File: src/include/ide_params.svh
// IDE drive parameters
// Buffer depth, host task-file addresses and firmware I/O addresses

`ifndef IDE_PARAMS_SVH
`define IDE_PARAMS_SVH

`define SECTOR_BYTES            512

// Host command block registers
`define REG_DATA                3'd0
`define REG_ERROR               3'd1
`define REG_SECTOR_COUNT        3'd2
`define REG_SECTOR_NUMBER       3'd3
`define REG_CYLINDER_LOW        3'd4
`define REG_CYLINDER_HIGH       3'd5
`define REG_DRIVE_HEAD          3'd6
`define REG_COMMAND             3'd7    // Status on read

// Firmware I/O bus
`define IO_IDE_FIFO             8'hC1
`define IO_IDE_DATA_REQUEST     8'hC2
`define IO_IDE_STATUS           8'hC3
`define IO_IDE_SECTOR_COUNT     8'hC6
`define IO_IDE_SECTOR_NUMBER    8'hC7
`define IO_IDE_CYLINDER_LOW     8'hC8
`define IO_IDE_CYLINDER_HIGH    8'hC9
`define IO_IDE_HEAD             8'hCA
`define IO_IDE_DRIVE            8'hCB
`define IO_IDE_LBA              8'hCC
`define IO_IDE_COMMAND          8'hCD

`endif
File: src/hw/ide_pkg.sv
// IDE drive package
// Vector types shared by the host port, task file, buffer and read paths

package ide_pkg;

    // Task file registers and firmware bus data
    typedef logic [7:0] byte_t;

    // Host data bus
    typedef logic [15:0] word_t;

    // Host register select
    typedef logic [2:0] ide_addr_t;

    // Firmware bus address
    typedef logic [7:0] io_addr_t;

    // Bytes left in the current sector transfer
    typedef logic [15:0] xfer_count_t;

endpackage

File: src/hw/ide_drive_top.sv
// IDE drive top level
// Host port feeding the task file and sector buffer, joined by the read mux

module ide_drive_top
    import ide_pkg::*;
(
    input  logic      clock,
    input  logic      reset,
    input  logic      ide_cs1fx_n,
    input  logic      ide_cs3fx_n,
    input  logic      ide_io_read_n,
    input  logic      ide_io_write_n,
    input  ide_addr_t ide_address,
    input  word_t     ide_data_bus_in,
    output word_t     ide_data_bus_out,
    input  io_addr_t  io_address,
    input  byte_t     io_write_data,
    input  logic      io_write,
    input  logic      io_read,
    output byte_t     io_read_data,
    input  logic      device_master
);
    ide_addr_t  host_address;
    word_t      host_data;
    logic       host_write_cmd;
    logic       host_read_cmd;
    logic       host_read_ctl;
    byte_t      sector_count;
    byte_t      sector_number;
    word_t      cylinder;
    logic [3:0] head;
    logic       drive_select;
    logic       lba_mode;
    byte_t      command;
    logic       busy;
    logic       ready;
    logic       error_flag;
    word_t      oldest_word;
    byte_t      oldest_byte;
    logic       data_request;

    ide_host_port u_host_port (.*);

    ide_task_file u_task_file (.*);

    ide_sector_buffer u_sector_buffer (.*);

    ide_read_mux u_read_mux (.*);

endmodule

File: src/hw/ide_read_mux.sv
// IDE read multiplexer
// Status byte, registered host read data and combinational firmware read data

`include "ide_params.svh"

module ide_read_mux
    import ide_pkg::*;
(
    input  logic       clock,
    input  logic       reset,
    input  byte_t      sector_count,
    input  byte_t      sector_number,
    input  word_t      cylinder,
    input  logic [3:0] head,
    input  logic       drive_select,
    input  logic       lba_mode,
    input  byte_t      command,
    input  logic       busy,
    input  logic       ready,
    input  logic       error_flag,
    input  word_t      oldest_word,
    input  byte_t      oldest_byte,
    input  logic       data_request,
    input  ide_addr_t  host_address,
    input  logic       host_read_cmd,
    input  logic       host_read_ctl,
    input  io_addr_t   io_address,
    input  logic       io_read,
    input  logic       device_master,
    output word_t      ide_data_bus_out,
    output byte_t      io_read_data
);
    byte_t status;
    byte_t drive_head;
    byte_t drive_address;
    word_t cmd_word;

    assign status        = {busy, ready, 2'b00, data_request, 2'b00, error_flag};
    assign drive_head    = {1'b1, lba_mode, 1'b1, drive_select, head};
    assign drive_address = {1'b0, 1'b1, head, ~drive_select, drive_select};

    always_comb begin
        case (host_address)
            `REG_DATA:          cmd_word = oldest_word;
            `REG_ERROR:         cmd_word = 16'h0000;
            `REG_SECTOR_COUNT:  cmd_word = {8'h00, sector_count};
            `REG_SECTOR_NUMBER: cmd_word = {8'h00, sector_number};
            `REG_CYLINDER_LOW:  cmd_word = {8'h00, cylinder[7:0]};
            `REG_CYLINDER_HIGH: cmd_word = {8'h00, cylinder[15:8]};
            `REG_DRIVE_HEAD:    cmd_word = {8'h00, drive_head};
            default:            cmd_word = {8'h00, status};
        endcase
    end

    always_ff @(posedge clock, posedge reset) begin
        if (reset)
            ide_data_bus_out <= 16'hFFFF;
        else if (host_read_cmd)
            ide_data_bus_out <= cmd_word;
        else if (host_read_ctl)     // Alternate status or drive address
            ide_data_bus_out <= {8'h00, host_address[0] ? drive_address : status};
    end

    always_comb begin
        io_read_data = 8'h00;
        if (io_read) begin
            case (io_address)
                `IO_IDE_FIFO:          io_read_data = oldest_byte;
                `IO_IDE_DATA_REQUEST:  io_read_data = {7'b0000000, data_request};
                `IO_IDE_STATUS:        io_read_data = status;
                `IO_IDE_SECTOR_COUNT:  io_read_data = sector_count;
                `IO_IDE_SECTOR_NUMBER: io_read_data = sector_number;
                `IO_IDE_CYLINDER_LOW:  io_read_data = cylinder[7:0];
                `IO_IDE_CYLINDER_HIGH: io_read_data = cylinder[15:8];
                `IO_IDE_HEAD:          io_read_data = {4'h0, head};
                `IO_IDE_DRIVE:         io_read_data = {7'b0000000, drive_select == ~device_master};
                `IO_IDE_LBA:           io_read_data = {7'b0000000, lba_mode};
                `IO_IDE_COMMAND:       io_read_data = command;
                default:               io_read_data = 8'h00;
            endcase
        end
    end

endmodule

File: src/hw/ide_sector_buffer.sv
// IDE sector buffer
// Byte shift register shared by host and firmware, with the transfer
// counter that drives the data-request flag

`include "ide_params.svh"

module ide_sector_buffer
    import ide_pkg::*;
(
    input  logic      clock,
    input  logic      reset,
    input  ide_addr_t host_address,
    input  word_t     host_data,
    input  logic      host_write_cmd,
    input  logic      host_read_cmd,
    input  io_addr_t  io_address,
    input  byte_t     io_write_data,
    input  logic      io_write,
    input  logic      io_read,
    output word_t     oldest_word,
    output byte_t     oldest_byte,
    output logic      data_request
);
    localparam int DEPTH = `SECTOR_BYTES;

    byte_t       fifo [DEPTH];
    word_t       stage;
    logic [1:0]  host_shift;       // 11 low byte next, 01 high byte next
    xfer_count_t xfer_count;

    wire fw_access   = (io_address == `IO_IDE_FIFO) && (io_write || io_read);
    wire host_access = data_request && (host_address == `REG_DATA)
                       && (host_write_cmd || host_read_cmd);
    wire shift_en    = fw_access || host_shift[0];

    byte_t shift_byte;
    assign shift_byte = fw_access     ? io_write_data :
                        host_shift[1] ? stage[7:0]    : stage[15:8];

    always_ff @(posedge clock) begin
        if (host_access)
            stage <= host_data;
        if (shift_en) begin
            fifo[0] <= shift_byte;
            for (int i = 1; i < DEPTH; i++)
                fifo[i] <= fifo[i-1];
        end
    end

    always_ff @(posedge clock, posedge reset) begin
        if (reset) begin
            host_shift   <= 2'b00;
            xfer_count   <= '0;
            data_request <= 1'b0;
        end else begin
            host_shift <= host_access ? 2'b11 : {1'b0, host_shift[1]};
            if (io_write && (io_address == `IO_IDE_DATA_REQUEST))
                xfer_count <= xfer_count_t'(DEPTH);
            else if (data_request && shift_en && (xfer_count != '0))
                xfer_count <= xfer_count - 1'b1;
            if (io_write && (io_address == `IO_IDE_DATA_REQUEST))
                data_request <= io_write_data[0];
            else if (xfer_count == '0)
                data_request <= 1'b0;   // Sector done
        end
    end

    assign oldest_byte = fifo[DEPTH-1];
    assign oldest_word = {fifo[DEPTH-2], fifo[DEPTH-1]};

endmodule

File: src/hw/ide_task_file.sv
// IDE task file
// Command block registers loaded from the host or the firmware,
// with the busy, ready and error flags of the status byte

`include "ide_params.svh"

module ide_task_file
    import ide_pkg::*;
(
    input  logic       clock,
    input  logic       reset,
    input  ide_addr_t  host_address,
    input  word_t      host_data,
    input  logic       host_write_cmd,
    input  io_addr_t   io_address,
    input  byte_t      io_write_data,
    input  logic       io_write,
    output byte_t      sector_count,
    output byte_t      sector_number,
    output word_t      cylinder,
    output logic [3:0] head,
    output logic       drive_select,
    output logic       lba_mode,
    output byte_t      command,
    output logic       busy,
    output logic       ready,
    output logic       error_flag
);
    byte_t host_byte;

    assign host_byte = host_data[7:0];

    wire host_wr_count   = host_write_cmd && (host_address == `REG_SECTOR_COUNT);
    wire host_wr_number  = host_write_cmd && (host_address == `REG_SECTOR_NUMBER);
    wire host_wr_cyl_lo  = host_write_cmd && (host_address == `REG_CYLINDER_LOW);
    wire host_wr_cyl_hi  = host_write_cmd && (host_address == `REG_CYLINDER_HIGH);
    wire host_wr_head    = host_write_cmd && (host_address == `REG_DRIVE_HEAD);
    wire host_wr_command = host_write_cmd && (host_address == `REG_COMMAND);

    wire io_wr_count   = io_write && (io_address == `IO_IDE_SECTOR_COUNT);
    wire io_wr_number  = io_write && (io_address == `IO_IDE_SECTOR_NUMBER);
    wire io_wr_cyl_lo  = io_write && (io_address == `IO_IDE_CYLINDER_LOW);
    wire io_wr_cyl_hi  = io_write && (io_address == `IO_IDE_CYLINDER_HIGH);
    wire io_wr_head    = io_write && (io_address == `IO_IDE_HEAD);
    wire io_wr_drive   = io_write && (io_address == `IO_IDE_DRIVE);
    wire io_wr_lba     = io_write && (io_address == `IO_IDE_LBA);
    wire io_wr_command = io_write && (io_address == `IO_IDE_COMMAND);
    wire io_wr_status  = io_write && (io_address == `IO_IDE_STATUS);

    always_ff @(posedge clock, posedge reset) begin
        if (reset) begin
            sector_count  <= 8'h01;
            sector_number <= 8'h01;
            cylinder      <= 16'h0000;
            head          <= 4'h0;
            drive_select  <= 1'b0;
            lba_mode      <= 1'b0;
            command       <= 8'h00;
        end else begin
            if (host_wr_count)
                sector_count <= host_byte;
            else if (io_wr_count)
                sector_count <= io_write_data;

            if (host_wr_number)
                sector_number <= host_byte;
            else if (io_wr_number)
                sector_number <= io_write_data;

            if (host_wr_cyl_lo)
                cylinder[7:0] <= host_byte;
            else if (io_wr_cyl_lo)
                cylinder[7:0] <= io_write_data;

            if (host_wr_cyl_hi)
                cylinder[15:8] <= host_byte;
            else if (io_wr_cyl_hi)
                cylinder[15:8] <= io_write_data;

            if (host_wr_head) begin
                head         <= host_byte[3:0];
                drive_select <= host_byte[4];
                lba_mode     <= host_byte[6];
            end else begin
                if (io_wr_head)
                    head <= io_write_data[3:0];
                if (io_wr_drive)
                    drive_select <= io_write_data[0];
                if (io_wr_lba)
                    lba_mode <= io_write_data[0];
            end

            if (host_wr_command && !busy)   // Dropped while a command runs
                command <= host_byte;
            else if (io_wr_command)
                command <= io_write_data;
        end
    end

    always_ff @(posedge clock, posedge reset) begin
        if (reset) begin
            busy       <= 1'b1;
            ready      <= 1'b0;
            error_flag <= 1'b0;
        end else begin
            if (host_wr_command)
                busy <= 1'b1;
            else if (io_wr_status)
                busy <= io_write_data[7];
            if (io_wr_status) begin
                ready      <= io_write_data[6];
                error_flag <= io_write_data[0];
            end
        end
    end

endmodule

File: src/hw/ide_host_port.sv
// IDE host port
// Latches the host address and data, turns the strobes into one-cycle pulses

module ide_host_port
    import ide_pkg::*;
(
    input  logic      clock,
    input  logic      reset,
    input  logic      ide_cs1fx_n,
    input  logic      ide_cs3fx_n,
    input  logic      ide_io_read_n,
    input  logic      ide_io_write_n,
    input  ide_addr_t ide_address,
    input  word_t     ide_data_bus_in,
    output ide_addr_t host_address,
    output word_t     host_data,
    output logic      host_write_cmd,
    output logic      host_read_cmd,
    output logic      host_read_ctl
);
    logic prev_read_n;
    logic prev_write_n;
    logic command_cs;

    always_ff @(posedge clock) begin
        if (~ide_cs1fx_n | ~ide_cs3fx_n) begin
            host_address <= ide_address;
            host_data    <= ide_data_bus_in;
        end
    end

    always_ff @(posedge clock, posedge reset) begin
        if (reset) begin
            prev_read_n    <= 1'b1;
            prev_write_n   <= 1'b1;
            command_cs     <= 1'b0;
            host_write_cmd <= 1'b0;
            host_read_cmd  <= 1'b0;
            host_read_ctl  <= 1'b0;
        end else begin
            prev_read_n    <= ide_io_read_n;
            prev_write_n   <= ide_io_write_n;
            command_cs     <= ~ide_cs1fx_n;
            host_write_cmd <= command_cs & ~prev_write_n & ide_io_write_n;    // Trailing edge
            host_read_cmd  <= prev_read_n & ~ide_io_read_n & ~ide_cs1fx_n;
            host_read_ctl  <= prev_read_n & ~ide_io_read_n & ~ide_cs3fx_n;
        end
    end

endmodule

File: config.mk
export PLATFORM = sky130hd
export DESIGN_NAME = ide_drive_top
export DESIGN_NICKNAME = d
export VERILOG_FILES = /design/src/hw/ide_pkg.sv /design/src/hw/ide_drive_top.sv /design/src/hw/ide_read_mux.sv /design/src/hw/ide_sector_buffer.sv /design/src/hw/ide_task_file.sv /design/src/hw/ide_host_port.sv
export VERILOG_INCLUDE_DIRS = /design/src /design/src/include
export SDC_FILE = /design/constraint.sdc
export NUM_CORES = 2
export LEC_CHECK = 0
export BUFFER_PORTS_ARGS = -buffer_cell sky130_fd_sc_hd__buf_2
export CAP_MARGIN = 5
export CORE_MARGIN = 1.5
export CORE_UTILIZATION = 57
export DETAILED_ROUTE_END_ITERATION = 10
export PLACE_DENSITY = 0.75
export SLEW_MARGIN = 20
export SYNTH_ARGS = -nofsm -noshare
export SYNTH_HDL_FRONTEND = slang
export SYNTH_SLANG_ARGS = --single-unit
File: constraint.sdc
create_clock -name clock -period 124.5 [get_ports clock]
set_input_delay 24.9 -clock clock [delete_from_list [all_inputs] [get_ports clock]]
set_output_delay 24.9 -clock clock [all_outputs]
set_load 0.01 [all_outputs]
== Yosys cells after proc, flatten, opt, wreduce, memory -nomap -nowiden ==
Memory sizes are Yosys's and may differ from the RTL's.
Index checks and enable logic that the tools add are counted.

* $add $sub $neg: 1
* Equal/unequal tests: 19
* Multiplexer cells: 33
* Bitwise operators: 12
* Reduce and logical (&&, ||, !) cells: 41

{| class="wikitable"
|+ Operator list
! kind !! count
|-
| 8-bit 2-to-1 mux || 14
|-
| 16-bit case mux with 7 select lines || 1
|-
| 8-bit == test, second input constant || 11
|-
| 8-bit case mux with 11 select lines || 1
|-
| 16-bit 2-to-1 mux || 4
|-
| 2-bit nonzero test || 12
|-
| 1-bit logical AND || 22
|-
| 16-bit zero test || 1
|-
| 16-bit nonzero test || 1
|-
| 16-bit by 1-bit subtractor with 16-bit output, second input constant || 1
|-
| 3-bit == test, second input constant || 4
|-
| 1-bit 2-to-1 mux || 10
|-
| 4-bit 2-to-1 mux || 2
|-
| 3-bit by 2-bit == test with 1-bit output, second input constant || 2
|-
| 1-bit NOT || 6
|-
| 1-bit bitwise AND || 5
|-
| 3-bit by 1-bit == test with 1-bit output, second input constant || 1
|-
| 3-bit zero test || 1
|-
| 1-bit logical OR || 3
|-
| 2-bit 2-to-1 mux || 1
|-
| 1-bit == test || 1
|-
| 1-bit zero test || 1
|-
| 1-bit bitwise OR || 1
|}

* Bits in registers: 125
* Bits in writable memories: 4,096
* Input port bits: 44
* Output and inout port bits: 24
* Logic and storage cells: 131
* Memories: 1

{| class="wikitable"
|+ Memory list
! name !! depth !! bits a word !! read ports !! clocked after Yosys merged registers in !! write ports !! line !! source
|-
| u_sector_buffer.fifo || 512 || 8 || 512 || 0 || 512 || ide_sector_buffer.sv:26 || <nowiki>byte_t fifo [DEPTH];</nowiki>
|}

== Depth between registers and ports, before layout ==
* Depth after elaboration: 7
* Gate-level depth with buffers: 8
* Depth with buffers taken out: 7

== By module ==
Synthesis repeated with hierarchy kept, for this count alone.

* Cell total of the unflattened synthesis: 4,735
* Area, all modules: 129,975.9 um^2

{| class="wikitable"
|+ Modules (own cells, without submodules)
! module !! times used !! cells each !! area an instance (um^2) !! sequential area each (um^2)
|-
| ide_sector_buffer || 1 || 4,268 || 124,878.5 || 123,953.9
|-
| ide_task_file || 1 || 224 || 2,466.1 || 1,229.9
|-
| ide_read_mux || 1 || 212 || 1,863.0 || 420.4
|-
| ide_host_port || 1 || 31 || 768.2 || 723.2
|}

== Worst setup path before layout ==
Ideal clock, no wire load.

* Path type: in2reg
* Start point: input io_address[0]
* End point: register u_sector_buffer.xfer_count[10]
* Setup time: 0.086 ns
* Data arrival time: 75.959 ns
* Required time: 124.414 ns
* Setup slack: 48.455 ns
* Stages on the path: 7
* Path buffers: 2
* Cell sequence: buf_4 > or3b_4 > o41ai_4 > buf_2 > nand4_1 > xor2_1 > nor2_1

* Cells in the longest elaborated chain, start to end: 6
* Elaborated cells on any way between the ends: 9
* Classes of those cells: eq/ne: 2; mux: 1; reduce/logical: 6

{| class="wikitable"
|+ RTL lines
! element !! line !! source
|-
| from (decl) || ide_drive_top.sv:16 || <nowiki>input io_addr_t io_address,</nowiki>
|-
| 8-bit == test || n/a ||
|-
| 1-bit logical AND || ide_sector_buffer.sv:31 || <nowiki>wire fw_access = (io_address == `IO_IDE_FIFO) && (io_write || io_read);</nowiki>
|-
| 1-bit logical OR || ide_sector_buffer.sv:34 || <nowiki>wire shift_en = fw_access || host_shift[0];</nowiki>
|-
| 1-bit logical AND (2 in series) || ide_sector_buffer.sv:59 || <nowiki>else if (data_request && shift_en && (xfer_count != '0))</nowiki>
|-
| 2-bit nonzero test (no line) || n/a ||
|-
| to (signal assigned) || ide_sector_buffer.sv:58 || <nowiki>xfer_count <= xfer_count_t'(DEPTH);</nowiki>
|-
| to (signal assigned) || ide_sector_buffer.sv:60 || <nowiki>xfer_count <= xfer_count - 1'b1;</nowiki>
|-
| to (decl) || ide_sector_buffer.sv:29 || <nowiki>xfer_count_t xfer_count;</nowiki>
|}

Several ways; a longest one is shown, not always the timed one.
A chain may end at the register's enable or synchronous reset.

== Worst setup path in the final report ==
* Start point: input io_address[4]
* End point: output io_read_data[6]

* Cells in the longest elaborated chain, start to end: 3
* Elaborated cells on any way between the ends: 13
* Classes of those cells: eq/ne: 11; mux: 2

{| class="wikitable"
|+ RTL lines
! element !! line !! source
|-
| 8-bit == test || ide_read_mux.sv:67 || <nowiki>case (io_address)</nowiki>
|-
| 8-bit case mux with 11 select lines * || ide_read_mux.sv:67 ||
|-
| 8-bit 2-to-1 mux * || ide_read_mux.sv:66 || <nowiki>if (io_read) begin</nowiki>
|-
| to (decl) || ide_drive_top.sv:20 || <nowiki>output byte_t io_read_data,</nowiki>
|}

Every way passes the cells marked *; elsewhere a longest branch is shown, timed or not.

==> results.json <==
{
  "cts_num_sinks": 4221,
  "crit_path_start_kind": "primary input",
  "die_x_um": 480,
  "nFillCells": 13500,
  "io_pins": 68,
  "clockBufferDepth": 4,
  "status": "finished clean",
  "critPathBufInv": 2,
  "cts-resized-gates": 0,
  "swShare": 0.194,
  "synthSimpleGateAreaFrac": 0.00824,
  "seq_area_frac_synth": 0.975,
  "worst_pin_slew_ns": 1.22,
  "grt_antenna_before_repair": 15,
  "synth_top_family_by_area": "simple AND/OR/NAND/NOR gates",
  "muxShareOfSynthArea": 0.00663,
  "period_share": 0.417,
  "gp_congestion": 0.806,
  "cts_inserted_buffers": 401,
  "timing.fmax_mhz": 19.3,
  "grt_pass1_wl_mm": 302,
  "reg2regPathDepth": 9,
  "cp_top_family": "simple AND/OR/NAND/NOR gates",
  "fin_area_sq_um": 147000,
  "syn_avg_cell_area_sq_um": 27.4,
  "fp.dieArea_sq_um": 230000,
  "synth_edf_count": 4131,
  "vias_per_cell": 5.34,
  "dr.pass1.iters": 5,
  "synth_compound_area_frac": 0.00729,
  "pwr-share-comb": 0.008,
  "initial_core_util": 0.575,
  "postCtsHoldBufs": 0,
  "synth.cell_area_sq_um": 130000,
  "detail_route.wl_per_cell_um": 23.2,
  "syn_nets": 4780,
  "r2r_start": "u_sector_buffer.host_shift[0]",
  "crit_arrival_ns": 26.98,
  "fin_skew_ns": 0.0794,
  "cts-root-buf": "clkbuf_16",
  "grt_max_degree": 241,
  "setup-tns-final_ns": 0,
  "crit_end": "io_read_data[6]",
  "overflow": 0,
  "holdWs_ns": 0.367,
  "finalSetupViolations": 0,
  "rsz0062_at_grt": "false",
  "p_sw_mw": 0.541,
  "wirelength_mm": 198,
  "row_count": 174,
  "cp_slowest_stage_delay_ns": 0.60,
  "cp_num_cells": 7,
  "path_clk_slew_ns": 0.06,
  "peakVddDrop_mv": 0.0125,
  "setup_ws_ns": 72.62,
  "layout-drive-gt1-share": 0.130,
  "relSlewSlack": 0.183,
  "synth_fa_ha_area_frac": 0.000193,
  "critPathKind": "primary input to output port",
  "portBuffers": 67,
  "p_int_mw": 2.25,
  "p_per_area_nw_per_um2": 19.0,
  "ys.flop_type": "edfxtp_1",
  "p_leak_nw": 46.3,
  "coreArea_sq_um": 225000,
  "ant_nets": 0,
  "synth_xor_area_frac": 0.000879,
  "cts_max_level": 5,
  "vias": 45500,
  "drv_cap": 0,
  "ys_warn_count": 0,
  "cts_setup_buffers": 0,
  "power_frac_seq": 0.560,
  "fin_crit_ns": 51.88,
  "hold_path.class": "flip-flop to flip-flop",
  "cp-end-kind": "output port",
  "path_max_fanout": 9,
  "crit_slowest_cell": "nor2_1",
  "grtUsageTotal": 0.175,
  "r2r_end": "u_sector_buffer.fifo[206][0]",
  "dp_hpwl_mm": 73.0,
  "async_reset_ff_frac": 0.0213,
  "grt_pass1_vias": 45800,
  "drt_iter0_drc": 5023,
  "r2r_slack_ns": 117.73,
  "die_y_um": 480,
  "syn_to_final_growth_pct": 13.3,
  "tritoncts": "yes",
  "crit_required_ns": 99.60,
  "pwr-share-clk": 0.432,
  "power_mw": 2.79,
  "syn_inst": 4734,
  "path_cells": "buf_2 -> nand4bb_1 -> nor2_1 -> and3_1 -> a221oi_1 -> a21oi_1 -> buf_2",
  "clkLatencyLatePin_ns": 1.00,
  "cp-startpoint": "io_address[4]",
  "nets": 5257,
  "synth_cell_types": 60,
  "ys_seq_elements": 4221,
  "hold_viol_final": 0,
  "drv_slew": 0,
  "path_common_cell": "buf_2",
  "pre_cts_slack_ns": 72.62,
  "place_area_sq_um": 134000,
  "remaining_drc_errors": 0
}
[placed cells by master, fill, tap and decap left out, types with 18 or more instances in the layout]
| cell | instances |
|---|---|
| buf_2 | 67 |
| edfxtp_1 | 4131 |
| clkbuf_1 | 69 |
| clkinv_2 | 76 |
| clkinvlp_4 | 18 |
| buf_4 | 30 |
| clkinv_1 | 80 |
| clkbuf_16 | 410 |
| nand2_1 | 67 |
| dfrtp_1 | 69 |
| bufinv_16 | 42 |
| mux2i_1 | 79 |
| nor2_1 | 49 |
| a21oi_1 | 46 |
| dfstp_2 | 21 |
| o21ai_0 | 53 |
[state kept, by name, summed over array words and instances (netlist names), 4 cells and up]
register,count
u_host_port.host_data,16
u_read_mux.ide_data_bus_out,16
u_sector_buffer.fifo,4096
u_sector_buffer.stage,16
u_sector_buffer.xfer_count,16
u_task_file.command,8
u_task_file.cylinder,16
u_task_file.head,4
u_task_file.sector_count,8
u_task_file.sector_number,8
[cell families after synthesis]
logic type      Yosys count
flops                  4221
simple gates            211
compound gates          152
mux                      84
buf+inv                  51
xor+xnor                 13
fa+ha+maj                 2
[synthesized netlist by cell type (3+ instances only)]
cell type,instances,share of area
dfstp_2,21,0.0043
nor3_1,11,0.00042
nand2b_1,5,0.00024
a221oi_1,5,0.00034
or2_2,3,0.00014
a21o_1,3,0.00017
nor3b_1,7,0.00041
a21oi_1,46,0.0018
and3_1,5,0.00024
nor2b_1,11,0.00053
mux2_2,4,0.00035
buf_1,8,0.00023
o21ai_0,53,0.0020
nor2_1,49,0.0014
a22o_1,11,0.00074
a211oi_1,5,0.00029
nor4_1,11,0.00053
nand4_1,12,0.00058
inv_1,8,0.00023
a31oi_1,4,0.00019
mux2i_1,79,0.0061
a32oi_1,4,0.00027
a311oi_1,3,0.00020
nand3_1,11,0.00042
buf_2,6,0.00023
dfrtp_1,69,0.013
clkbuf_1,27,0.00078
and2_1,3,0.00014
nand2_1,67,0.0019
a22oi_1,3,0.00017
edfxtp_1,4131,0.96
o31ai_1,3,0.00017
xor2_1,11,0.00074
[worst min-delay path by stage]
stage                                         endpoint                          from  cells after the start
after global placement    u_sector_buffer.fifo[509][5]  u_sector_buffer.fifo[508][5]                      0
after detailed placement  u_sector_buffer.fifo[106][6]  u_sector_buffer.fifo[105][6]                      0
after global routing      u_sector_buffer.fifo[508][3]  u_sector_buffer.fifo[507][3]                      0
after CTS                 u_sector_buffer.fifo[497][3]  u_sector_buffer.fifo[496][3]                      0
after floorplan           u_sector_buffer.fifo[100][0]   u_sector_buffer.fifo[99][0]                      0
final                     u_sector_buffer.fifo[497][3]  u_sector_buffer.fifo[496][3]                      0
[power groups by stage]
stage          Sequential [mW]  Combinational [mW]  Clock [mW]
2_1_floorplan             1.60              0.0155           0
3_3_place_gp              1.59              0.0217           0
6_report                  1.56              0.0225        1.20
4_1_cts                   1.56              0.0226        1.24
3_5_place_dp              1.59              0.0225           0
5_1_grt                   1.56              0.0254        1.29
[area by class of cell]
| type | count | area (sq um) | share of cell area |
|---|---|---|---|
| clock buffers | 480 | 10500 | 0.0717 |
| clock inverters | 229 | 2220 | 0.0151 |
| flip-flops and latches | 4221 | 126000 | 0.860 |
| repair buffers | 117 | 922 | 0.00628 |
| multi-input cells | 462 | 3020 | 0.0206 |
| diodes | 5 | 12.5 | 0.0000852 |
| inverters | 8 | 31.3 | 0.000213 |
| well taps | 2992 | 3740 | 0.0255 |
[stage by stage]
stage / utilization / std cells
floorplan: - / 4734
global placement: 0.594 / 7797
detailed placement: 0.594 / 7797
CTS: 0.651 / 8506
global route: 0.652 / 8513
finish: 0.652 / 8514
[layer usage]
metal | global-route usage | part of all wire
met4 | 0.0515 | 0.021
met3 | 0.0329 | 0.052
met1 | 0.280 | 0.47
met5 | 0 | 0.000066
met2 | 0.248 | 0.46
[worst register-to-register path, delay by kind of cell (launching register included)]
kind,cells,cell delay (ns)
buffers and inverters,8,5.98
DFF,1,0.32
AOI/OAI and AO/OA,1,0.07
No activity file was read; power rests on OpenSTA's default activity.
